$ cat config.mk
export PLATFORM = sky130hd
export DESIGN_NAME = dcache_data_array
export DESIGN_NICKNAME = d
export VERILOG_FILES = /design/src/dcache_data_array.sv
export VERILOG_INCLUDE_DIRS = /design/src
export SDC_FILE = /design/constraint.sdc
export NUM_CORES = 2
export LEC_CHECK = 0
export BUFFER_PORTS_ARGS = -buffer_cell sky130_fd_sc_hd__clkbuf_2
export CORE_AREA = 2 2 401 443
export DETAILED_ROUTE_END_ITERATION = 12
export DIE_AREA = 0 0 403 445
export PLACE_DENSITY = 0.71
export SLEW_MARGIN = 30
export SYNTH_ARGS = -nofsm -noshare
export SYNTH_HDL_FRONTEND = slang
export SYNTH_SLANG_ARGS = --single-unit
$ cat constraint.sdc
create_clock -name clk -period 5.1 [get_ports clk]
set_input_delay 0.765 -clock clk [delete_from_list [all_inputs] [get_ports clk]]
set_output_delay 0.765 -clock clk [all_outputs]
set_load 0.01 [all_outputs]
$ cat src/dcache_defs.svh
`ifndef DCACHE_DEFS_SVH
`define DCACHE_DEFS_SVH

// cpu word and byte address widths
`define DC_DATA_W       32
`define DC_ADDR_W       32

// byte lanes per word
`define DC_STRB_W       (`DC_DATA_W / 8)
`define DC_BYTE_BITS    2

// line geometry, 4 words per line
`define DC_OFFSET_BITS  2
`define DC_LINE_WORDS   (1 << `DC_OFFSET_BITS)

// 16 sets, direct mapped
`define DC_INDEX_BITS   4
`define DC_SETS         (1 << `DC_INDEX_BITS)

// tag is whatever is left above index, offset and byte bits
`define DC_TAG_W        (`DC_ADDR_W - `DC_INDEX_BITS - `DC_OFFSET_BITS - `DC_BYTE_BITS)

// backing memory depth in words
`define DC_MEM_WORDS    1024

`endif

$ cat src/dcache_data_array.sv
`timescale 1ns/1ps
`include "dcache_defs.svh"

module dcache_data_array (
    input  logic                        clk,
    input  logic [`DC_INDEX_BITS-1:0]   set_index,
    input  logic [`DC_OFFSET_BITS-1:0]  word_offset,
    input  logic                        cpu_write,
    input  logic [`DC_STRB_W-1:0]       wmask,
    input  logic [`DC_DATA_W-1:0]       wdata,
    input  logic                        refill_write,
    input  logic [`DC_DATA_W-1:0]       refill_word,
    output logic [`DC_DATA_W-1:0]       rdata,
    output logic [`DC_DATA_W-1:0]       wb_word
);

    localparam int WORDS  = `DC_SETS * `DC_LINE_WORDS;
    localparam int WORD_AW = `DC_INDEX_BITS + `DC_OFFSET_BITS;

    logic [`DC_DATA_W-1:0] line_mem [WORDS];
    logic [WORD_AW-1:0]    word_addr;
    logic [`DC_DATA_W-1:0] cur_word;
    logic [`DC_DATA_W-1:0] merged;

    // set and word select into a flat array
    assign word_addr = {set_index, word_offset};
    assign cur_word  = line_mem[word_addr];

    // same word serves the cpu read and the write-back beat
    assign rdata   = cur_word;
    assign wb_word = cur_word;

    // byte merge of store data over the stored word
    always_comb begin
        merged = cur_word;
        for (int b = 0; b < `DC_STRB_W; b++) begin
            if (wmask[b]) begin
                merged[8*b +: 8] = wdata[8*b +: 8];
            end
        end
    end

    // refill beats are written whole
    always_ff @(posedge clk) begin
        if (refill_write) begin
            line_mem[word_addr] <= refill_word;
        end else if (cpu_write) begin
            line_mem[word_addr] <= merged;
        end
    end

endmodule

# Yosys cells after proc, flatten, opt, wreduce, memory -nomap -nowiden
# Memories as Yosys holds them, arrays and structs flattened.
# Cells that the tools add are included.
[classes] mux=10 n_bitwise=1
[op_table] cell="2-to-1 mux 32 bit" count=1
[op_table] cell="2-to-1 mux 8 bit" count=4
[op_table] cell="2-to-1 mux 1 bit" count=5
[op_table] cell="OR 1 bit" count=1
[totals] reg_bits=0 ram_bits=2048 in_bits=77 mem_count=1
[memory_table] name="line_mem" depth=64 width=32 rd=1 rd_ports_with_merged_regs=0 wr=1 line_no="dcache_data_array.sv:20" source="logic [`DC_DATA_W-1:0] line_mem [WORDS];"

# Logic depth before layout (Yosys ltp)
[logic_depth] ltp_word=4 mapped_depth=13 mapped_depth_nobuf=7

# Worst setup path after synthesis
# OpenSTA, ideal clock, no wires.
[synth_timing] kind="input port to flip-flop" start="input set_index[0]" end="memory line_mem[0][27] (netlist bit) (data pin)" setup_ps=702 t_arrival_ps=4997 t_required_ps=4398 path_slack_ps=-599 path_stages=12 n_path_buf=5 path_cell_list="buf_2 nor2b_1 buf_4 buf_4 buf_2 buf_1 a22oi_1 o32ai_1 nor4_1 nand3_1 mux2i_1 o21ai_0"
[synth_between] elab_chain_cells=3
[synth_lines] element="start, declared" line_no="dcache_data_array.sv:6" source="input logic [`DC_INDEX_BITS-1:0] set_index,"
[synth_lines] element="memory (64 x 32 bit)"
[synth_lines] element="via rdata[27]" line_no="dcache_data_array.sv:13" source="output logic [`DC_DATA_W-1:0] rdata,"
[synth_lines] element="2-to-1 mux 8 bit" line_no="dcache_data_array.sv:37" source="if (wmask[b]) begin"
[synth_lines] element="2-to-1 mux 32 bit (no line)"
[synth_lines] element="end, declared" line_no="dcache_data_array.sv:20"
# The timed path passes the listed nets, and every way through them passes these cells.

# Worst setup path after layout
[layout_timing] start="input word_offset[0]" end="output wb_word[15]"
[layout_between] elab_chain_cells=1
[layout_lines] element="start, declared" line_no="dcache_data_array.sv:7" source="input logic [`DC_OFFSET_BITS-1:0] word_offset,"
[layout_lines] element="memory (64 x 32 bit)"
[layout_lines] element="end, declared" line_no="dcache_data_array.sv:14" source="output logic [`DC_DATA_W-1:0] wb_word"
# No other way between the ends.

==> results list <==
- Run status: finished, violations left
* Violations in the final reports: setup timing
* DR DRC count: 0
- The die is 403 um wide.
* Wire length per cell: 33.50 um
- The initial antenna violation count came to 6.
- Final-report setup violation count: 2
- For this run, the top clock speed supported by timing is 194.2 MHz.
- The design draws 35460 uW.
* Max-slew headroom at the worst pin: 28.44%
- The worst-case IR drop observed on VDD is 0.2604 mV.
- In this run, post-CTS hold repair placed 0 buffers.
- After detailed routing, the total wire length is 244.9 mm.
* Total instance count after detailed placement: 6959
- In the routed layout, each cell is associated on average with a via count of 6.675.
- For this run, the register share of the synthesized area comes to 78.59%.
- Required @ worst endpoint: 4.34 ns
* Routed met2 length: 112.4 mm
* Bufs on Longest Clock Path: 3
- Counting every instance in the synthesized netlist gives 4597.
- Before antenna repair, the detailed router went through 8 iterations.
- From synthesis to final layout, the design area changed by 15.26%.
- After the flow finishes, the layout carries non-filler instances totaling 7313.
- TritonCTS built the clock tree.
- Critical path arrival: 4.39 ns
- Of all nets on the critical path, the largest fanout is 70.
* Layout fillers: 13633
- Min-Delay Path Depth: 4
- The final critical path takes up 101.0% of the cycle.
* Placeable core region: 174500 um^2
- Overall via count from detail_route: 48813
- For this block, wires on met1 add up to 83.01 mm.
- Routed met3 length: 30.72 mm
- Die Y: 445 um
- Cts bufs inserted: 192
- The analysis attributes to cell leakage a power of 0.02852 uW.
- Initial cell density of the core: 44.86%
- The finished cells cover 90200 um^2.
- Hold Fails Final Rpt: 0
- The wire-length estimate of the detail-placed layout is 145.1 mm.
- The tightest min-delay check is of the primary input to register type.
- Post_cts resized: 0
- For the worst-skew pair, the clock arrives at the later sink with an insertion delay of 0.84 ns.
- The synthesized design contains 2048 register bits.
- Subtracting the final worst setup slack from the clock period gives 5.150 ns.
- Dividing the synthesized area by the synthesized cell count gives 17.02 um^2.
* Register-to-register path setup slack: 1.60 ns
* Top routing layer used: met5
* Most used flip-flop cell after synthesis: edfxtp_1
- Across the run, the number of max-cap violations was 0.
- Entering global routing, the biggest net connects 137 pins.
- Remaining antenna violation count after routing: 0
- In this run the critical register-to-register path is launched from line_mem[31][0].
* Number of flip-flops in the largest register: 2048
* Beginning of the worst hold path: refill_word[17]
- Dividing total power by cell area gives a power density of 393.1 nW/um^2.
* FF+latch area: 61500 um^2
- Endpoint with the worst hold slack: line_mem[36][17]
- Critical Setup Path Class: primary input to primary output
* Buffers inserted during post-CTS setup optimization: 0
* Register ranked first by flip-flop count: line_mem
* Footprint of the multi-input gates: 15590 um^2
* Final weighted congestion of routability-driven global placement: 0.8930
* Htree depth: 4
- Global routing used 26.76% of the available tracks across all layers.
* Number of nets in the finished design: 4948
- Setup repair after global routing missed its margin: false
- Largest registers: line_mem x2048
* FF-to-FF path depth: 8
- Count of pins over their slew limit: 0
- Share of cells above drive strength 1: 18.35%
- STA classifies the critical path startpoint as a primary input.
* Row Count: 161
- Clock skew: 0.02965 ns
- For this run, the number of Yosys warnings is 0.
- Number of flops mapped to enable cells by yosys: 2048
* Standard cell area after detailed placement: 84060 um^2
- Reg-to-reg critical path endpoint: line_mem[46][0]
- Summed over all layers, the global routing overflow is 0.
* Fraction of registers with async set/reset: 0%
* I/O pin count: 141
- The detailed router finished its first iteration with 7437 violations.
* Syn nets: 4674
- IO Port Bufs: 140
* Critical path capture point type: primary output
* Via count of the first global-routing pass: 46949
* Clock-pin slew on the worst setup and hold paths: 0.06 ns
* Number of distinct standard cells referenced by the synthesized netlist: 67
- Area of the die: 179300 um^2
- The first global-routing pass estimated 342.8 mm of wire.
- For this design, the sink count on the clock tree is 2048.
* Least setup slack across all paths after layout: -0.05005 ns
* Transition time at the pin with the least slew margin: 1.064 ns
- Library cell used as clock root buffer: clkbuf_16
- After synthesis the cells add up to 78260 um^2.
[synthesized netlist by cell type (3+ instances only)]
cell | n | area share [%]
a2111oi_0 | 11 | 0.12
a211oi_1 | 10 | 0.096
a21boi_0 | 10 | 0.096
a21o_1 | 26 | 0.25
a21oi_1 | 109 | 0.70
a221o_1 | 4 | 0.051
a221oi_1 | 204 | 2.3
a22o_1 | 42 | 0.47
a22oi_1 | 541 | 5.2
a31oi_1 | 64 | 0.51
a32o_1 | 3 | 0.038
and2_1 | 4 | 0.032
and3_1 | 18 | 0.14
and3b_1 | 4 | 0.045
buf_1 | 51 | 0.24
buf_2 | 147 | 0.94
buf_4 | 56 | 0.54
buf_6 | 4 | 0.058
clkbuf_1 | 128 | 0.61
edfxtp_1 | 2048 | 79
inv_1 | 7 | 0.034
mux2_2 | 50 | 0.72
mux2i_1 | 114 | 1.5
mux4_2 | 12 | 0.35
nand2_1 | 165 | 0.79
nand2b_1 | 8 | 0.064
nand3_1 | 56 | 0.36
nand3b_1 | 4 | 0.038
nand4_1 | 10 | 0.080
nor2_1 | 164 | 0.79
nor2b_1 | 9 | 0.072
nor3_1 | 42 | 0.27
nor3b_1 | 7 | 0.067
nor4_1 | 25 | 0.20
o211ai_1 | 19 | 0.18
o21a_1 | 5 | 0.048
o21ai_0 | 74 | 0.47
o221ai_1 | 11 | 0.12
o22a_1 | 6 | 0.067
o22ai_1 | 238 | 1.9
o31ai_1 | 14 | 0.13
o32ai_1 | 14 | 0.16
or3_1 | 13 | 0.10
or3b_2 | 9 | 0.10
or4_1 | 9 | 0.086
[stage by stage]
stage	util (%)	setup slack (ns)	setup TNS (ns)	hold slack, ns
2_1_floorplan	-	0.4966	0	1.348
3_3_place_gp	48.17	-0.2218	-3.319	1.171
3_5_place_dp	48.19	0.07846	0	1.225
4_1_cts	51.69	0.08340	0	0.4701
5_1_grt	51.70	0.01774	0	0.5218
6_report	51.70	-0.05005	-0.09889	0.5180
[worst max-delay path by stage]
stage	endpoint	slack, ns	start
final	wb_word[15]	-0.05	word_offset[0]
after CTS	wb_word[15]	0.08	word_offset[0]
after detailed placement	wb_word[15]	0.08	word_offset[0]
after global placement	wb_word[15]	-0.22	word_offset[0]
after global routing	wb_word[15]	0.02	word_offset[0]
after floorplan	line_mem[0][27]	0.50	set_index[0]
[logic make-up after synthesis]
family,synth area share (%)
AND/OR/NAND/NOR,3.445
AO/OA/AOI/OAI,13.01
multiplexers,2.523
flip-flops,78.59
buffers and inverters,2.437
[layout by cell type, fill, tap and decap left out, drive strengths merged, types with 13 or more instances in the layout]
| master | netlist | final |
|---|---|---|
| edfxtp | 2048 | 2048 |
| a22oi | 541 | 541 |
| clkbuf | 128 | 377 |
| buf | 258 | 329 |
| o22ai | 238 | 238 |
| a221oi | 204 | 204 |
| nand2 | 166 | 166 |
| nor2 | 165 | 165 |
| mux2i | 114 | 114 |
| a21oi | 109 | 109 |
| clkinv | 0 | 82 |
| o21ai | 74 | 74 |
| a31oi | 64 | 64 |
| nand3 | 57 | 57 |
| mux2 | 50 | 50 |
| nor3 | 43 | 43 |
| a22o | 42 | 42 |
| a21o | 26 | 26 |
| nor4 | 25 | 25 |
| o211ai | 19 | 19 |
| and3 | 19 | 19 |
| bufinv | 0 | 18 |
| inv | 9 | 16 |
| o31ai | 14 | 14 |
| o32ai | 14 | 14 |
| or3 | 13 | 13 |
[layout make-up]
cell class | count | share of cell area (%)
Antenna cell | 1 | 0.002774
Clock buffer | 240 | 5.597
Clock inverter | 113 | 1.183
Inverter | 9 | 0.03884
Multi-Input combinational cell | 2154 | 17.28
Sequential cell | 2048 | 68.18
Tap cell | 2282 | 3.166
Timing Repair Buffer | 466 | 4.546
[per-layer routing]
metal  vias up  GRT usage [%]
li1      19614              -
met1     24582          33.60
met2      3824          41.69
met3       783          6.053
met4        10          17.70
met5         -         0.9717
[worst max-delay path, stage by stage]
cell and delay (ns):
buf_4 0.47, nor2_4 0.10, buf_12 0.20, buf_12 0.18, buf_4 0.45, a22oi_1 0.27, o22ai_1 0.14, a2111oi_1 0.68
buf_4 0.24, and3_1 0.27, nand3_1 0.20, clkbuf_2 0.19
[power by group]
part	switching [uW]	internal [uW]	leakage, uW
logic	1850	698	0.00702
clock network	6110	7920	0.00297
registers	22.5	18900	0.0185
Power figures use the tool's default switching activity.
