`src/dcache_defs.svh`:
```
`ifndef DCACHE_DEFS_SVH
`define DCACHE_DEFS_SVH

// cpu word and byte address widths
`define DC_DATA_W       32
`define DC_ADDR_W       32

// byte lanes per word
`define DC_STRB_W       (`DC_DATA_W / 8)
`define DC_BYTE_BITS    2

// line geometry, 4 words per line
`define DC_OFFSET_BITS  2
`define DC_LINE_WORDS   (1 << `DC_OFFSET_BITS)

// 16 sets, direct mapped
`define DC_INDEX_BITS   4
`define DC_SETS         (1 << `DC_INDEX_BITS)

// tag is whatever is left above index, offset and byte bits
`define DC_TAG_W        (`DC_ADDR_W - `DC_INDEX_BITS - `DC_OFFSET_BITS - `DC_BYTE_BITS)

// backing memory depth in words
`define DC_MEM_WORDS    1024

`endif

```
`src/dcache_pkg.sv`:
```
`include "dcache_defs.svh"

package dcache_pkg;

    // cpu request, held stable while req_valid is high
    typedef struct packed {
        logic                   we;
        logic [`DC_ADDR_W-1:0]  addr;
        logic [`DC_DATA_W-1:0]  wdata;
        logic [`DC_STRB_W-1:0]  wmask;
    } dc_req_t;

    // cpu response payload, strobe travels beside it
    typedef struct packed {
        logic [`DC_DATA_W-1:0]  rdata;
    } dc_rsp_t;

    // shared by AR and AW
    // len is beats minus one, as on AXI
    typedef struct packed {
        logic [`DC_ADDR_W-1:0]  addr;
        logic [7:0]             len;
    } axi_a_t;

    // write data beat
    typedef struct packed {
        logic [`DC_DATA_W-1:0]  data;
        logic [`DC_STRB_W-1:0]  strb;
        logic                   last;
    } axi_w_t;

    // read data beat
    typedef struct packed {
        logic [`DC_DATA_W-1:0]  data;
        logic [1:0]             resp;
        logic                   last;
    } axi_r_t;

    // cache controller states
    typedef enum logic [2:0] {
        IDLE,
        LOOKUP,
        WB_ADDR,
        WB_DATA,
        WB_RESP,
        RF_ADDR,
        RF_DATA,
        RESPOND
    } dc_state_e;

endpackage

```
`src/dcache_ctrl.sv`:
```
`timescale 1ns/1ps
`include "dcache_defs.svh"

module dcache_ctrl
    import dcache_pkg::*;
(
    input  logic                        clk,
    input  logic                        reset,
    // cpu port
    input  logic                        req_valid,
    output logic                        req_ready,
    input  dc_req_t                     req,
    output logic                        rsp_valid,
    output dc_rsp_t                     rsp,
    // tag array
    output logic [`DC_INDEX_BITS-1:0]   set_index,
    output logic [`DC_TAG_W-1:0]        tag,
    input  logic                        hit,
    input  logic [`DC_TAG_W-1:0]        victim_tag,
    input  logic                        victim_dirty,
    output logic                        tag_update,
    output logic                        set_dirty,
    // data array
    output logic                        cpu_write,
    output logic [`DC_STRB_W-1:0]       wmask,
    output logic [`DC_DATA_W-1:0]       wdata,
    output logic                        refill_write,
    output logic [`DC_OFFSET_BITS-1:0]  word_offset,
    output logic [`DC_DATA_W-1:0]       refill_word,
    input  logic [`DC_DATA_W-1:0]       rdata,
    input  logic [`DC_DATA_W-1:0]       wb_word,
    // axi master
    output logic                        ar_valid,
    input  logic                        ar_ready,
    output axi_a_t                      ar,
    output logic                        aw_valid,
    input  logic                        aw_ready,
    output axi_a_t                      aw,
    output logic                        w_valid,
    input  logic                        w_ready,
    output axi_w_t                      w,
    input  logic                        r_valid,
    output logic                        r_ready,
    input  axi_r_t                      r,
    input  logic                        b_valid,
    output logic                        b_ready
);

    localparam int LINE_LSB = `DC_OFFSET_BITS + `DC_BYTE_BITS;

    dc_state_e                  state;
    dc_req_t                    req_q;
    logic [`DC_OFFSET_BITS-1:0] beat;
    logic [`DC_OFFSET_BITS-1:0] req_offset;
    logic                       in_burst;

    // split the held address
    assign set_index  = req_q.addr[LINE_LSB +: `DC_INDEX_BITS];
    assign tag        = req_q.addr[`DC_ADDR_W-1 -: `DC_TAG_W];
    assign req_offset = req_q.addr[`DC_BYTE_BITS +: `DC_OFFSET_BITS];

    // one request in flight, latched on accept
    always_ff @(posedge clk) begin
        if (req_valid && req_ready) begin
            req_q <= req;
        end
    end

    always_ff @(posedge clk) begin
        if (reset) begin
            state <= IDLE;
            beat  <= '0;
        end else begin
            case (state)
                IDLE: begin
                    if (req_valid) begin
                        state <= LOOKUP;
                    end
                end
                LOOKUP: begin
                    beat <= '0;
                    // dirty victim must go out before the refill
                    if (hit) begin
                        state <= RESPOND;
                    end else if (victim_dirty) begin
                        state <= WB_ADDR;
                    end else begin
                        state <= RF_ADDR;
                    end
                end
                WB_ADDR: begin
                    if (aw_ready) begin
                        state <= WB_DATA;
                    end
                end
                WB_DATA: begin
                    if (w_ready) begin
                        // counter wraps to zero for the refill
                        beat <= beat + 1'b1;
                        if (w.last) begin
                            state <= WB_RESP;
                        end
                    end
                end
                WB_RESP: begin
                    if (b_valid) begin
                        state <= RF_ADDR;
                    end
                end
                RF_ADDR: begin
                    if (ar_ready) begin
                        state <= RF_DATA;
                    end
                end
                RF_DATA: begin
                    if (r_valid) begin
                        beat <= beat + 1'b1;
                        if (r.last) begin
                            state <= RESPOND;
                        end
                    end
                end
                RESPOND: begin
                    state <= IDLE;
                end
                default: begin
                    state <= IDLE;
                end
            endcase
        end
    end

    // cpu handshake
    assign req_ready = (state == IDLE);
    assign rsp_valid = (state == RESPOND);
    assign rsp.rdata = rdata;

    // bursts index the line by beat, otherwise by request offset
    assign in_burst    = (state == WB_DATA) || (state == RF_DATA);
    assign word_offset = in_burst ? beat : req_offset;

    // pending store lands in RESPOND, hit or after refill
    assign cpu_write = (state == RESPOND) && req_q.we;
    assign set_dirty = cpu_write;
    assign wmask     = req_q.wmask;
    assign wdata     = req_q.wdata;

    // refill beats go straight into the line
    assign refill_write = (state == RF_DATA) && r_valid;
    assign refill_word  = r.data;
    // new tag on the final beat, dirty cleared
    assign tag_update   = refill_write && r.last;
    assign r_ready      = (state == RF_DATA);

    // line-aligned bursts of one full line
    assign ar_valid = (state == RF_ADDR);
    assign ar.addr  = {tag, set_index, {LINE_LSB{1'b0}}};
    assign ar.len   = 8'(`DC_LINE_WORDS - 1);

    // write-back address from the victim tag
    assign aw_valid = (state == WB_ADDR);
    assign aw.addr  = {victim_tag, set_index, {LINE_LSB{1'b0}}};
    assign aw.len   = 8'(`DC_LINE_WORDS - 1);

    assign w_valid = (state == WB_DATA);
    assign w.data  = wb_word;
    assign w.strb  = '1;
    assign w.last  = (beat == `DC_OFFSET_BITS'(`DC_LINE_WORDS - 1));
    assign b_ready = (state == WB_RESP);

endmodule

```
`config.mk`:
```
export PLATFORM = sky130hd
export DESIGN_NAME = dcache_ctrl
export DESIGN_NICKNAME = d
export VERILOG_FILES = /design/src/dcache_pkg.sv /design/src/dcache_ctrl.sv
export VERILOG_INCLUDE_DIRS = /design/src
export SDC_FILE = /design/constraint.sdc
export NUM_CORES = 1
export LEC_CHECK = 0
export BUFFER_PORTS_ARGS = -buffer_cell sky130_fd_sc_hd__buf_4
export CORE_AREA = 2 2 181 183
export CTS_CLUSTER_DIAMETER = 150
export DETAILED_ROUTE_END_ITERATION = 10
export DIE_AREA = 0 0 183 185
export PLACE_DENSITY = 0.52
export SYNTH_ARGS = -nofsm -noshare
export SYNTH_HDL_FRONTEND = slang
export SYNTH_SLANG_ARGS = --single-unit
```
`constraint.sdc`:
```
create_clock -name clk -period 2.6 [get_ports clk]
set_input_delay 0.52 -clock clk [delete_from_list [all_inputs] [get_ports clk]]
set_output_delay 0.52 -clock clk [all_outputs]
set_load 0.02 [all_outputs]
```
== Yosys cells after proc, flatten, opt, wreduce, memory -nomap -nowiden ==
Cells that the tools add are included.
Word-level totals
  register bits: 74
  bits in latches: 0
  RAM bits: 0
  ROM bits: 0
  bits of input ports: 202
  output and inout port bits: 258
  word-level logic and storage cells: 47
  memories: 0
Cells by class
  add/subtract/negate cells: 1
  multipliers: 0
  div/mod/pow operators: 0
  magnitude comparators: 0
  equality and inequality tests: 16
  shifts and indexed selects: 0
  muxes and demuxes: 15
  bitwise operators: 0
  reductions and logical operators: 9
Operators with widths (count)
  3-bit 2-to-1 mux: 10
  3-bit case mux with 8 select lines: 1
  3-bit equality test, second input constant: 4
  2-bit by 1-bit != test with 1-bit output, second input constant: 5
  8-bit AND reduction: 1
  3-bit by 2-bit equality test with 1-bit output, second input constant: 2
  2-bit 2-to-1 mux: 3
  2-bit != test, second input constant: 3
  2-bit case mux with 3 select lines: 1
  1-bit logical AND: 4
  3-bit by 1-bit equality test with 1-bit output, second input constant: 1
  3-bit logical NOT: 1
  3-bit AND reduction: 1
  3-bit nonzero test: 1
  2-bit by 1-bit adder with 2-bit output, second input constant: 1
  2-bit equality test, second input constant: 1
  1-bit logical OR: 1

== Logic depth before layout (Yosys ltp) ==
  depth after elaboration: 4
  depth in mapped cells: 6
  gate-level depth less buffers: 5

== Worst setup path before layout ==
Ideal clock, no wire load.
  path kind: register to register
  start: register state[0]
  end: register req_q, in the netlist ar[12] (enable)
  setup time: 0.432 ns
  data arrival time: 2.827 ns
  required time: 2.168 ns
  path slack: -0.659 ns
  stages on the path, launching flop included: 5
  path buffers: 2
  period minus slack after synthesis: 3.259 ns
  path through: dfxtp_1 > buf_4 > buf_2 > nor3_1 > and2_1
On the way
  word-level cells in the longest chain between the ends: 2
RTL lines
  from (decl): RTL line dcache_ctrl.sv:51  | dc_state_e state;
  from (signal assigned): RTL line dcache_ctrl.sv:71  | state <= IDLE;
  from (signal assigned): RTL line dcache_ctrl.sv:77  | state <= LOOKUP;
  from (signal assigned): RTL line dcache_ctrl.sv:84  | state <= RESPOND;
  3-bit logical NOT: RTL line dcache_ctrl.sv:134  | assign req_ready = (state == IDLE);
  named net req_ready: RTL line dcache_ctrl.sv:11  | output logic req_ready,
  1-bit logical AND: RTL line dcache_ctrl.sv:64  | if (req_valid && req_ready) begin
  to (signal assigned): RTL line dcache_ctrl.sv:65  | req_q <= req;
  to (decl): RTL line dcache_ctrl.sv:52  | dc_req_t req_q;
The timed path passes the listed nets, and every way through them passes these cells.
A chain may end at the register's enable or synchronous reset.

== Worst setup path in the final report ==
  start: register state[2]
  end: output word_offset[0]
On the way
  word-level cells in the longest chain between the ends: 3
  elaborated cells between the ends (all ways): 4
  classes of those cells: 2 x eq/ne; 1 x mux; 1 x reduce/logical
RTL lines
  3-bit by 2-bit equality test with 1-bit output or 3-bit equality test (tied branches): RTL line dcache_ctrl.sv:139  | assign in_burst = (state == WB_DATA) || (state == RF_DATA);
  1-bit logical OR (*): RTL line dcache_ctrl.sv:139
  2-bit 2-to-1 mux (*): RTL line dcache_ctrl.sv:140  | assign word_offset = in_burst ? beat : req_offset;
  to (decl): RTL line dcache_ctrl.sv:28  | output logic [`DC_OFFSET_BITS-1:0] word_offset,
Every way passes the cells marked *; elsewhere a longest branch is shown, timed or not.

==> out/metrics.cfg <==
[floorplanning]
dieArea_mm2=0.0339
pin_count=460
core_area_mm2=0.0320
row_count=66
initial_core_util=0.138
die_x_um=183
fp.dieH_um=185

[drt]
vias=2223
wl_um=10800
firstDrtPassIters=4
m1WireLength_um=3910
wl_per_cell_um=14.0
vias_per_cell=2.87
drc=0
ant_nets=0
wl_met3_um=1380
drt_first_iter_violations=60
met2_length_um=4870
dr.max_layer_used=met4

[worst_setup_path]
path_cells=nor2b_4, o21ai_1, mux2_1, buf_4
r2r_start=state[0]
worstPathArrival_ns=1.82
cpMaxStageDelayCell=dfxtp_1
required_ns=2.08
crit_family=flip-flops
critPathBufInv=1
cp-end-kind=primary output
critPathMaxStageDelay_ns=0.61
r2r_setup_slack_ns=0.77
worstRegToRegCells=4
cp-start-kind=register
crit_type=register to primary output
r2r-end=ar[34]
worst-path-max-fanout=12

[sta]
slew_viol_final=0
grt_setup_unrepaired=false
post-route-min-period_ns=2.34
max_clock_freq_mhz=428
hold_violations=0
min_period_over_period=0.899
finalSetupViolCount=0
tns_ns=0
skew_ns=0.00894

[synth]
synthTopCellsByCount=buf_4 (246), edfxtp_1 (67), a21oi_1 (7)
yosys_register_bits=72
yosys.area.top_type=edfxtp_1
yosysUniqueCellTypes=37
syn_inst=386
synth.top_cell.area_share=0.455
async_reset_ff_frac=0
synth_enable_flop_cells=67
synth.most_common_cell=buf_4
synthTopCellsByArea=edfxtp_1 (45%), buf_4 (42%), dfxtp_1 (2.3%)
synth_area_mm2=0.00443
synth.avg_cell_area_um2=11.5
synth-seq-area-share=0.477
yosys_warnings=0
synthFlopType=edfxtp_1

[clocking]
cts_sinks=72
clkLatencyLatePin_ns=0.35
cts_resized=0
cts_made_buffers=9
cts.hold.buffers_added=0
cts_max_level=3
clkTransAtPathRegs_ns=0.06
cts_root_buffer=clkbuf_16
clock_path_buffers=2
post_cts_buffers=0
cts_tree=built

[grt]
grt_pass1_vias=2129
grt_antenna_before_repair=0
grt_max_degree=44
grt.total_usage=0.0639
grt_pass1_wl_um=14400
overflow=0

[final_layout]
fillers=3579
antenna_cells=0
layout-area-overhead-vs-synth_pct=10.8
drive_above_1_share=0.575
final_util=0.153
nets=567

[worst_hold_path]
min_path_type=input pin to register
hold_path_end=wdata[17]
min_path_cells=1
hp-start=req[21]

[pwr]
ir_drop_v=0.000312
power_density_mw_per_mm2=968
p_leak_nw=2.00

[place]
io_buffers=187
dp_hpwl_um=8470
place_congestion=0.742

[run]
drv_cap=0

[run_status]
status=completed

## layout by cell type (no fill, tap or decap), types with 2 or more instances in the layout
cell type | netlist | layout
o21ai_1 | 3 | 3
conb_1 | 2 | 28
nor2b_1 | 2 | 2
nor3_1 | 3 | 3
clkbuf_16 | 0 | 9
nand4_1 | 2 | 2
and3_1 | 3 | 3
nor2_1 | 4 | 4
nand3_1 | 2 | 2
edfxtp_1 | 67 | 67
a21oi_1 | 7 | 7
nand2_1 | 4 | 4
bufinv_16 | 0 | 2
nand2b_1 | 2 | 2
inv_1 | 3 | 3
buf_4 | 246 | 190
and2_1 | 3 | 2
o21ai_0 | 2 | 2
dfxtp_1 | 5 | 5
mux2i_1 | 2 | 2
and2b_1 | 2 | 2
mux2_1 | 2 | 2
a211oi_2 | 2 | 2
## final cells by class
cell class,count,area [µm²],share of cell area
inverters,3,11.3,0.00230
flip-flops and latches,72,2110,0.431
multi-input cells,87,523,0.107
clock buffers,10,229,0.0467
well taps,408,510,0.104
repair buffers,191,1450,0.295
clock inverters,4,71.3,0.0145
## worst reg2reg max path: stages, from the launching register on
cell and delay [ns]:
dfxtp_1 0.41, buf_4 0.22, nor3_1 0.28, and2_4 0.24
buf_4 0.31
## report_power, final
group | switching (mW) | internal, mW | total, mW
Combinational | 0.972 | 0.658 | 1.63
Sequential | 0.168 | 1.62 | 1.78
Clock | 0.508 | 0.827 | 1.33
Total | 1.65 | 3.10 | 4.75
## kinds of logic after synthesis
| family | after synthesis | share of synthesized area |
|---|---|---|
| AOI/OAI and AO/OA | 21 | 0.0342 |
| buffers and inverters | 253 | 0.427 |
| DFF | 72 | 0.477 |
| other | 2 | 0.00170 |
| adders and majority gates | 1 | 0.00283 |
| muxes | 5 | 0.0122 |
| and+or+nand+nor | 32 | 0.0447 |
## registers in the layout (all words and copies together), names as in the netlist
name,flops
ar,28
beat,2
wmask,4
req_q,1
req_offset,2
state,3
wdata,32
## metrics by stage
stage | hold WS [ns] | instances | setup WS [ns] | area (µm²) | power (mW)
floorplan | 0.567 | 412 | 0.0417 | 4520 | 3.36
global placement | 0.620 | 761 | 0.621 | 4600 | 3.48
detailed placement | 0.622 | 761 | 0.615 | 4600 | 3.49
CTS | 0.295 | 775 | 0.189 | 4900 | 4.90
global route | 0.305 | 775 | 0.111 | 4900 | 5.03
finish | 0.337 | 775 | 0.262 | 4900 | 4.75
## routing by layer
layer	track usage	vias to the layer above
met5	0	-
met4	0.0634	0
met3	0.0356	61
met2	0.0889	193
met1	0.0668	1009
li1	-	960
## how the worst max path moves through the flow
| stage | slack (ns) | cells past startpoint | to | startpoint |
|---|---|---|---|---|
| after floorplan | 0.04 | 4 | ar[12] | state[0] |
| after global placement | 0.62 | 4 | word_offset[0] | state[0] |
| after detailed placement | 0.61 | 4 | word_offset[1] | state[0] |
| after CTS | 0.19 | 4 | word_offset[1] | state[0] |
| after global routing | 0.11 | 4 | word_offset[1] | state[2] |
| final | 0.26 | 4 | word_offset[0] | state[2] |
Power figures use the tool's default switching activity.
