===== config.mk =====
export PLATFORM = sky130hd
export DESIGN_NAME = dcache_tag_array
export DESIGN_NICKNAME = d
export VERILOG_FILES = /design/src/dcache_tag_array.sv
export VERILOG_INCLUDE_DIRS = /design/src
export SDC_FILE = /design/constraint.sdc
export NUM_CORES = 1
export LEC_CHECK = 0
export ABC_AREA = 1
export BUFFER_PORTS_ARGS = -buffer_cell sky130_fd_sc_hd__buf_2
export CAP_MARGIN = 25
export CORE_ASPECT_RATIO = 1.25
export CORE_UTILIZATION = 35
export DETAILED_ROUTE_END_ITERATION = 6
export GPL_TIMING_DRIVEN = 0
export SLEW_MARGIN = 20
export SYNTH_ARGS = -nofsm -noshare
export SYNTH_HDL_FRONTEND = slang
export SYNTH_SLANG_ARGS = --single-unit

===== constraint.sdc =====
create_clock -name clk -period 4.35 [get_ports clk]
set_clock_uncertainty 0.05 [all_clocks]
set_input_delay 0.6525 -clock clk [delete_from_list [all_inputs] [get_ports clk]]
set_output_delay 0.6525 -clock clk [all_outputs]
set_load 0.03 [all_outputs]

===== src/dcache_defs.svh =====
`ifndef DCACHE_DEFS_SVH
`define DCACHE_DEFS_SVH

// cpu word and byte address widths
`define DC_DATA_W       32
`define DC_ADDR_W       32

// byte lanes per word
`define DC_STRB_W       (`DC_DATA_W / 8)
`define DC_BYTE_BITS    2

// line geometry, 4 words per line
`define DC_OFFSET_BITS  2
`define DC_LINE_WORDS   (1 << `DC_OFFSET_BITS)

// 16 sets, direct mapped
`define DC_INDEX_BITS   4
`define DC_SETS         (1 << `DC_INDEX_BITS)

// tag is whatever is left above index, offset and byte bits
`define DC_TAG_W        (`DC_ADDR_W - `DC_INDEX_BITS - `DC_OFFSET_BITS - `DC_BYTE_BITS)

// backing memory depth in words
`define DC_MEM_WORDS    1024

`endif


===== src/dcache_tag_array.sv =====
`timescale 1ns/1ps
`include "dcache_defs.svh"

module dcache_tag_array (
    input  logic                        clk,
    input  logic                        reset,
    input  logic [`DC_INDEX_BITS-1:0]   set_index,
    input  logic [`DC_TAG_W-1:0]        tag,
    input  logic                        tag_update,
    input  logic                        set_dirty,
    output logic                        hit,
    output logic [`DC_TAG_W-1:0]        victim_tag,
    output logic                        victim_dirty
);

    logic [`DC_TAG_W-1:0] tag_mem [`DC_SETS];
    logic [`DC_SETS-1:0]  valid;
    logic [`DC_SETS-1:0]  dirty;

    // combinational lookup
    assign victim_tag   = tag_mem[set_index];
    assign hit          = valid[set_index] && (victim_tag == tag);
    // only a valid line can need write-back
    assign victim_dirty = valid[set_index] && dirty[set_index];

    // status bits per set
    always_ff @(posedge clk) begin
        if (reset) begin
            valid <= '0;
            dirty <= '0;
        end else if (tag_update) begin
            // freshly refilled line is clean
            valid[set_index] <= 1'b1;
            dirty[set_index] <= 1'b0;
        end else if (set_dirty) begin
            dirty[set_index] <= 1'b1;
        end
    end

    // tag itself only changes on refill
    always_ff @(posedge clk) begin
        if (tag_update) begin
            tag_mem[set_index] <= tag;
        end
    end

endmodule


* Word level (Yosys, flattened, before mapping) *
Memory sizes are Yosys's and may differ from the RTL's.
Index checks and enable logic that the tools add are counted.

storage, ports and cells
  register bits after elaboration = 32
  input port bits = 32
  word-level logic and storage cells = 24
  output and inout bits = 26
  bits in writable memories = 384
  memories kept = 1

cells by class
  reduce and logical (&&, ||, !) cells = 4
  bitwise operators = 4
  eq/ne operators = 1
  order comparisons = 2
  mux-type cells = 10

memory list
  memory   depth  width  rd ports  clocked after memory_dff  wr ports  line                    source
  tag_mem  16     24     1         0                         1         dcache_tag_array.sv:16  logic [`DC_TAG_W-1:0] tag_mem [`DC_SETS];

operators by type and width
  cell                  count
  $mux W16              2
  $or A16 B16 Y16       2
  $eq A24 B24 Y1        1
  $and A16 B16 Y16      1
  $not A16 Y16          1
  $bmux W1 S4           2
  $lt A4 B5 Y1 const B  1
  $mux W1               5
  $demux W1 S4          1
  $ge A4 B1 Y1 const B  1
  $logic_and A1 B1 Y1   3
  $reduce_bool A2 Y1    1

* Longest topological paths before layout *
Gate-level depths: netlist (run 1).

  depth after elaboration = 7
  mapped depth = 17
  depth with buffers taken out = 16

* Worst setup path after synthesis (run 1) *
Ideal clock, no wire load.

  path type = input port to flip-flop
  start point = input port set_index[1]
  end point = memory tag_mem[8][0] (netlist name) (enable)
  arrival time = 3.070 ns
  required time = 3.860 ns
  stages = 5
  setup time = 0.440 ns
  path slack = 0.790 ns
  path through = buf_2 -> nor2_2 -> inv_1 -> clkbuf_1 -> nor3_1

RTL lines
  element             line                    source
  start: declaration  dcache_tag_array.sv:7   input logic [`DC_INDEX_BITS-1:0] set_index,
  end: declaration    dcache_tag_array.sv:16

Straight into the memory's write port.

* Worst setup path in the final report (run 1) *
  start point = input port set_index[2]
  end point = output port hit

between the ends
  longest elaborated chain between the ends = 3
  elaborated cells between the ends (all ways) = 5

ends and longest elaborated chain
  element                                                line                    source
  $mem_v2 Z16 W24 / $bmux W1 S4 (equally long branches)  -
  $eq A24 B24 Y1 / $mux W1 (equally long branches)       dcache_tag_array.sv:22  assign hit = valid[set_index] && (victim_tag == tag);
  $logic_and A1 B1 Y1 (*)                                dcache_tag_array.sv:22
  end: declaration                                       dcache_tag_array.sv:11  output logic hit,

Every way passes the cells marked *; elsewhere a longest branch is shown, timed or not. The select of a mux whose other input is x is not followed.

==> summary.txt, run 1 <==
STA
  • Final Hold Slack: 0.399 ns
  • Slew HR: 35.2%
  • RSZ-0062 raised after global routing: no
  • Final period utilization: 93.8%
  • Endpoints failing setup: 0
  • Tightest Pin Transition: 0.972 ns
  • Slew Limit Fails: 0
  • Endpoints failing hold: 0
  • Tmin final: 4.08 ns
  • Fmax: 245 MHz

Routing
  • Drt pass-1 iters: 5
  • Iter 0 DRT Violations: 1,011
  • Vias: 12,400
  • WL final: 49,700 µm
  • Vias/cell: 4.83
  • DRC errors left: 0
  • WL per Instance: 19.4 µm
  • Post-route antenna net violation count: 0

CTS
  • CTS sink count: 416
  • Num CTS Buffers: 40
  • CTS tree: yes
  • Htree depth: 2
  • Worst skew pair latency: 0.54 ns
  • Setup Fix Bufs, Post-CTS: 0
  • Reg clk slew, reported paths: 0.06 ns
  • Bufs on Longest Clock Path: 3
  • Clk root buf: clkbuf_16

Setup path
  • Worst EP arrival: 3.38 ns
  • Critical Path Sink Type: output port
  • R2r worst-path depth: 2
  • Worst-path maximum fanout: 10
  • Worst Setup Start Kind: primary input
  • CP Class: in2out
  • R2R setup slack: 3.58 ns
  • Worst path required time: 3.65 ns

Global route
  • First-pass GRT wire length: 74,400 µm
  • Initial antenna violation count: 1
  • Grt total ovfl: 0
  • Number of global-route vias before repair: 12,200
  • All-Layer GR Usage: 19.6%
  • Largest net degree at the start of global routing: 22

Worst hold path
  • Hold path startpoint: tag_update
  • Hold depth: 3
  • Hold WC Path Type: in2reg
  • Endpoint, Worst Hold: valid[15]

Floorplan
  • Die area: 51,000 µm²
  • Initial Util: 35.5%
  • Chip Height: 252 µm
  • Die span in x: 202 µm
  • Rows: 91
  • Core Area: 49,400 µm²
  • Num ports: 58

Synthesis
  • Cell Area, Synth: 17,600 µm²
  • Mean Syn Cell Area: 9.96 µm²
  • Seq/Total Area, Yosys: 69.4%
  • Synth cell types: 27
  • Syn Inst Count: 1,762
  • Mapped Nets: 1,794
  • YS warnings: 0
  • Flops & latches, synth: 416

Placement
  • Gpl congestion: 0.813
  • Number of port buffers: 56
  • Placed inst area: 19,100 µm²
  • Hpwl dp: 32,400 µm
  • Placed cells: 2,494

Layout
  • Number of diodes: 0
  • Final instance area: 20,400 µm²
  • Area growth, synth to finish: 16.5%
  • FILL cells: 4,733
  • Fin nets: 1,917
  • Share of cells above drive strength 1: 10.5%
  • Finished Layout Cells: 2,565
  • Core Util, Final: 41.4%

Power and ir drop
  • Max VDD drop: 0.000221 V
  • Power density over cell area: 427 nW/µm²
  • Static Leakage: 0.00834 µW
  • Pwr Total: 8730 µW

Outcome
  • Status: finished clean

Job
  • Max Cap Violations: 0
## cells in the final DEF, fill, tap and decap left out, types with 11 or more instances in the layout
master	count
clkbuf_1	35
clkbuf_16	41
nand2_1	980
inv_1	98
nand3_1	38
a21oi_1	16
buf_2	90
nor2_4	12
nor2_1	50
buf_1	12
edfxtp_1	384
buf_12	11
a211oi_1	15
o22ai_1	13
buf_4	15
dfxtp_1	32
o21ai_0	11
## critical path, stage by stage
cell	delay [ns]
buf_2	0.12
nor2_2	0.47
clkbuf_1	0.79
nand2_1	0.14
nand2_1	0.10
inv_1	0.05
nand2_1	0.07
nand2_1	0.05
nand2_1	0.07
nand2_1	0.12
nor2_1	0.20
nand3_1	0.10
nor2_1	0.20
buf_2	0.24
## layout make-up
cell class	count	area (µm²)	area share, %
flip-flops and latches	416	12200	59.5
multi-input cells	1167	4760	23.3
clock buffers	51	1070	5.25
well taps	651	815	3.98
repair buffers	81	649	3.18
inverters	103	387	1.89
plain buffers	76	343	1.68
clock inverters	20	246	1.21
## metrics by stage
stage          TNS [ns]  setup WS [ns]
2_1_floorplan         0          0.790
3_3_place_gp    -402.50          -1.89
3_5_place_dp          0         0.0412
4_1_cts               0         0.0151
5_1_grt               0         0.0444
6_report              0          0.270
## synthesized netlist by cell type (all sizes together)
cell / count / area (µm²)
nand2: 981 / 3680
edfxtp: 384 / 11500
inv: 102 / 383
nor2: 64 / 243
buf: 50 / 245
nand3: 38 / 190
dfxtp: 32 / 641
clkbuf: 26 / 97.6
a21oi: 16 / 80.1
a211oi: 15 / 113
o22ai: 13 / 81.3
o21ai: 12 / 60.1
nand4: 9 / 56.3
o21bai: 7 / 52.6
nor3: 4 / 20.0
o21ba: 3 / 30.0
nand3b: 2 / 15.0
a22oi: 1 / 7.51
a41oi: 1 / 8.76
clkinv: 1 / 3.75
o211ai: 1 / 7.51
## routing by layer
layer / up-vias / track usage [%] / share of wire [%]
met3: 96 / 2.09 / 4.9
met5: - / 0 / 0.026
met1: 5939 / 24.4 / 41
li1: 5975 / - / -
met2: 386 / 34.8 / 51
met4: 2 / 7.73 / 3.2
## where the power goes
group          switching (µW)  total, µW  internal (µW)  leakage, µW
clock                    1460       3560           2100     0.000647
combinational             527        703            177      0.00396
sequential               17.8       4460           4450      0.00373
total                    2000       8730           6720      0.00834
## cell families after synthesis
logic type	Yosys count	synth area share, %
AND/OR/NAND/NOR	1098	24.0
flip-flops	416	69.4
buffers and inverters	179	4.16
AO/OA/AOI/OAI	69	2.51
## flip-flops by register name (all words and copies together), names as in the netlist, named ones only
| name | count |
|---|---|
| valid | 16 |
| tag_mem | 384 |
## worst max path at each step
stage | from | to | slack (ns) | cells after the start
global route | set_index[2] | hit | 0.04 | 14
detailed placement | set_index[2] | hit | 0.04 | 14
global placement | set_index[1] | tag_mem[8][9] | -1.89 | 6
finish | set_index[2] | hit | 0.27 | 14
CTS | set_index[2] | hit | 0.02 | 14
floorplan | set_index[1] | tag_mem[8][0] | 0.79 | 5
## repair_timing
item	in CTS	in global routing
setup endpoints to repair	0	1
gates resized for setup	0	1
hold buffers	0	0
No activity file was read; power rests on OpenSTA's default activity.
==> inputs of run 2 (changes only) <==
Settings changed: CORE_MARGIN from default to 3.
Clock period 4.35 ns to 4.5 ns, I/O delays scaled along.
==> run 2 against run 1 <==
- routed wire length shrank 0.26%
- combinational power shrank 3.6%
- global-route usage shrank 1.0 points
- sequential power shrank 3%
- critical endpoint unchanged
- utilization shrank 0.21 points
- die area grew 3.6%
- clock-buffer cell count shrank 5
- critical path depth is the same
- setup slack gained 0.028 ns
- worst hold slack gained 0.010 ns
- largest cell class unchanged
==> summary.txt, run 2 (synthesis gave the netlist of run 1 again) <==
Outcome
  • Status: finished clean (unchanged)

Power and ir drop
  • Switch share: 24.0% (was 23.0%)
  • Max VDD drop: 0.000238 V (was 0.000221 V)
  • Power density over cell area: 401 nW/µm² (was 427 nW/µm²)
  • Flop pwr share: 53.0% (was 51.1%)
  • Static Leakage: 0.00829 µW (was 0.00834 µW)
  • Int Power: 6190 µW (was 6720 µW)
  • Clock group share of total power: 38.7% (was 40.8%)
  • NetSw: 1960 µW (was 2000 µW)
  • Combinational share of power: 8.3% (was 8.1%)

Setup path
  • R2r worst-path depth: 2 (unchanged)
  • Critical Path Sink Type: output port (unchanged)
  • Setup crit start: set_index[3] (was set_index[2])
  • Worst path required time: 3.77 ns (was 3.65 ns)
  • Critical path endpoint: hit (unchanged)
  • Worst Setup Start Kind: primary input (unchanged)
  • R2R setup slack: 3.70 ns (was 3.58 ns)
  • Worst-path maximum fanout: 10 (unchanged)
  • CP Class: in2out (unchanged)
  • Worst EP arrival: 3.48 ns (was 3.38 ns)

Layout
  • Core Util, Final: 41.2% (was 41.4%)
  • Most frequent cells in the layout: nand2_1 (980), edfxtp_1 (384), inv_1 (98) (unchanged)
  • Commonest non-fill, non-tap cell in the layout: nand2_1 (unchanged)
  • Top reg by flops: tag_mem (unchanged)
  • Area growth, synth to finish: 15.9% (was 16.5%)
  • Share of cells above drive strength 1: 10.3% (was 10.5%)
  • Final instance area: 20,300 µm² (was 20,400 µm²)
  • Largest regs: tag_mem (384), valid (16) (unchanged)
  • Finished Layout Cells: 2,568 (was 2,565)
  • Fin nets: 1,919 (was 1,917)
  • Max reg flops: 384 (unchanged)

Global route
  • Number of global-route vias before repair: 12,200 (about the same)
  • First-pass GRT wire length: 73,700 µm (was 74,400 µm)
  • Largest net degree at the start of global routing: 22 (unchanged)
  • Grt total ovfl: 0 (unchanged)
  • Initial antenna violation count: 2 (was 1)
  • All-Layer GR Usage: 18.6% (was 19.6%)

Placement
  • Gpl congestion: 0.839 (was 0.813)
  • Number of port buffers: 56 (unchanged)
  • Hpwl dp: 32,500 µm (was 32,400 µm)
  • Placed cells: 2,494 (unchanged)
  • Placed inst area: 19,100 µm² (about the same)

Floorplan
  • Core Area: 49,400 µm² (unchanged)
  • Initial Util: 35.5% (unchanged)
  • Chip Height: 256 µm (was 252 µm)
  • Die span in x: 206 µm (was 202 µm)
  • Rows: 91 (unchanged)
  • Num ports: 58 (unchanged)
  • Die area: 52,900 µm² (was 51,000 µm²)

Routing
  • WL final: 49,600 µm (was 49,700 µm)
  • Post-route antenna net violation count: 0 (unchanged)
  • Iter 0 DRT Violations: 1,034 (was 1,011)
  • DRC errors left: 0 (unchanged)
  • Drt pass-1 iters: 7 (was 5)
  • Vias: 12,400 (about the same)
  • WL per Instance: 19.3 µm (was 19.4 µm)
  • Vias/cell: 4.84 (was 4.83)

CTS
  • Htree depth: 2 (unchanged)
  • Worst skew pair latency: 0.54 ns (about the same)
  • CTS tree: yes (unchanged)
  • # resized after CTS: 0 (unchanged)
  • Num CTS Buffers: 41 (was 40)
  • Bufs on Longest Clock Path: 3 (unchanged)
  • Setup Fix Bufs, Post-CTS: 0 (unchanged)
  • CTS sink count: 416 (unchanged)
  • Reg clk slew, reported paths: 0.06 ns (about the same)
  • Clk root buf: clkbuf_16 (unchanged)
  • CTS Hold Buffers Added: 0 (unchanged)

STA
  • Final period utilization: 93.4%
  • Tmin final: 4.20 ns
  • Slew HR: 31.4% (was 35.2%)
  • Endpoints failing setup: 0 (unchanged)
  • Final Hold Slack: 0.409 ns (was 0.399 ns)
  • Tightest Pin Transition: 1.03 ns (was 0.972 ns)
  • Fmax: 238 MHz
  • Endpoints failing hold: 0 (unchanged)
  • RSZ-0062 raised after global routing: no (unchanged)
  • Slew Limit Fails: 0 (unchanged)

Job
  • Max Cap Violations: 0 (unchanged)

Worst hold path
  • Hold path startpoint: valid[15] (was tag_update)
  • Hold WC Path Type: reg2reg (was in2reg)
run 2: per-layer routing:
layer	up-vias	GRT usage [%]	share of wire (%)
li1	5961	-	-
met4	0	7.87	4.4
met2	424	32.0	49
met3	129	3.14	6.2
met5	-	0	0
met1	5913	23.0	40
run 2: final cells by class:
cell class,instances,area (µm²)
antenna,2,5.00
buffer,76,343
clock buffer,46,1040
clock inverter,25,149
fill,4710,29100
inverter,103,387
multi-input combinational,1167,4750
sequential,416,12200
tap,651,815
timing repair buffer,82,672
run 2: critical path, cell delays in order:
cell and delay, ns:
buf_2 0.13, nand2_1 0.18, clkinv_1 0.42, clkbuf_1 0.52, nand2_1 0.23, nand4_1 0.21, nand2_1 0.11, nand2_1 0.11
nor2_1 0.11, nand2_1 0.05, nor2_1 0.12, nand2_1 0.15, nor2_1 0.21, buf_2 0.24
run 2: worst min path at each step:
stage	endpoint	slack [ns]	cells past startpoint
5_1_grt	valid[15]	0.42	3
3_3_place_gp	valid[7]	0.39	2
6_report	valid[15]	0.41	2
3_5_place_dp	valid[15]	0.40	2
2_1_floorplan	valid[13]	0.39	2
4_1_cts	valid[15]	0.40	3
run 2: power groups by stage:
| stage | Combinational (µW) | Sequential, µW | Clock (µW) |
|---|---|---|---|
| CTS | 682 | 4320 | 3190 |
| finish | 678 | 4320 | 3150 |
| global placement | 651 | 4400 | 0 |
| floorplan | 390 | 4400 | 0 |
| global route | 749 | 4320 | 3370 |
| detailed placement | 679 | 4400 | 0 |
run 2: per-stage QoR:
step / worst slack, ns / power [µW] / setup TNS (ns)
5_1_grt: 0.163 / 8440 / 0
4_1_cts: 0.0553 / 8190 / 0
3_5_place_dp: 0.0756 / 5080 / 0
6_report: 0.298 / 8150 / 0
3_3_place_gp: -1.69 / 5050 / -360.28
2_1_floorplan: 0.918 / 4790 / 0
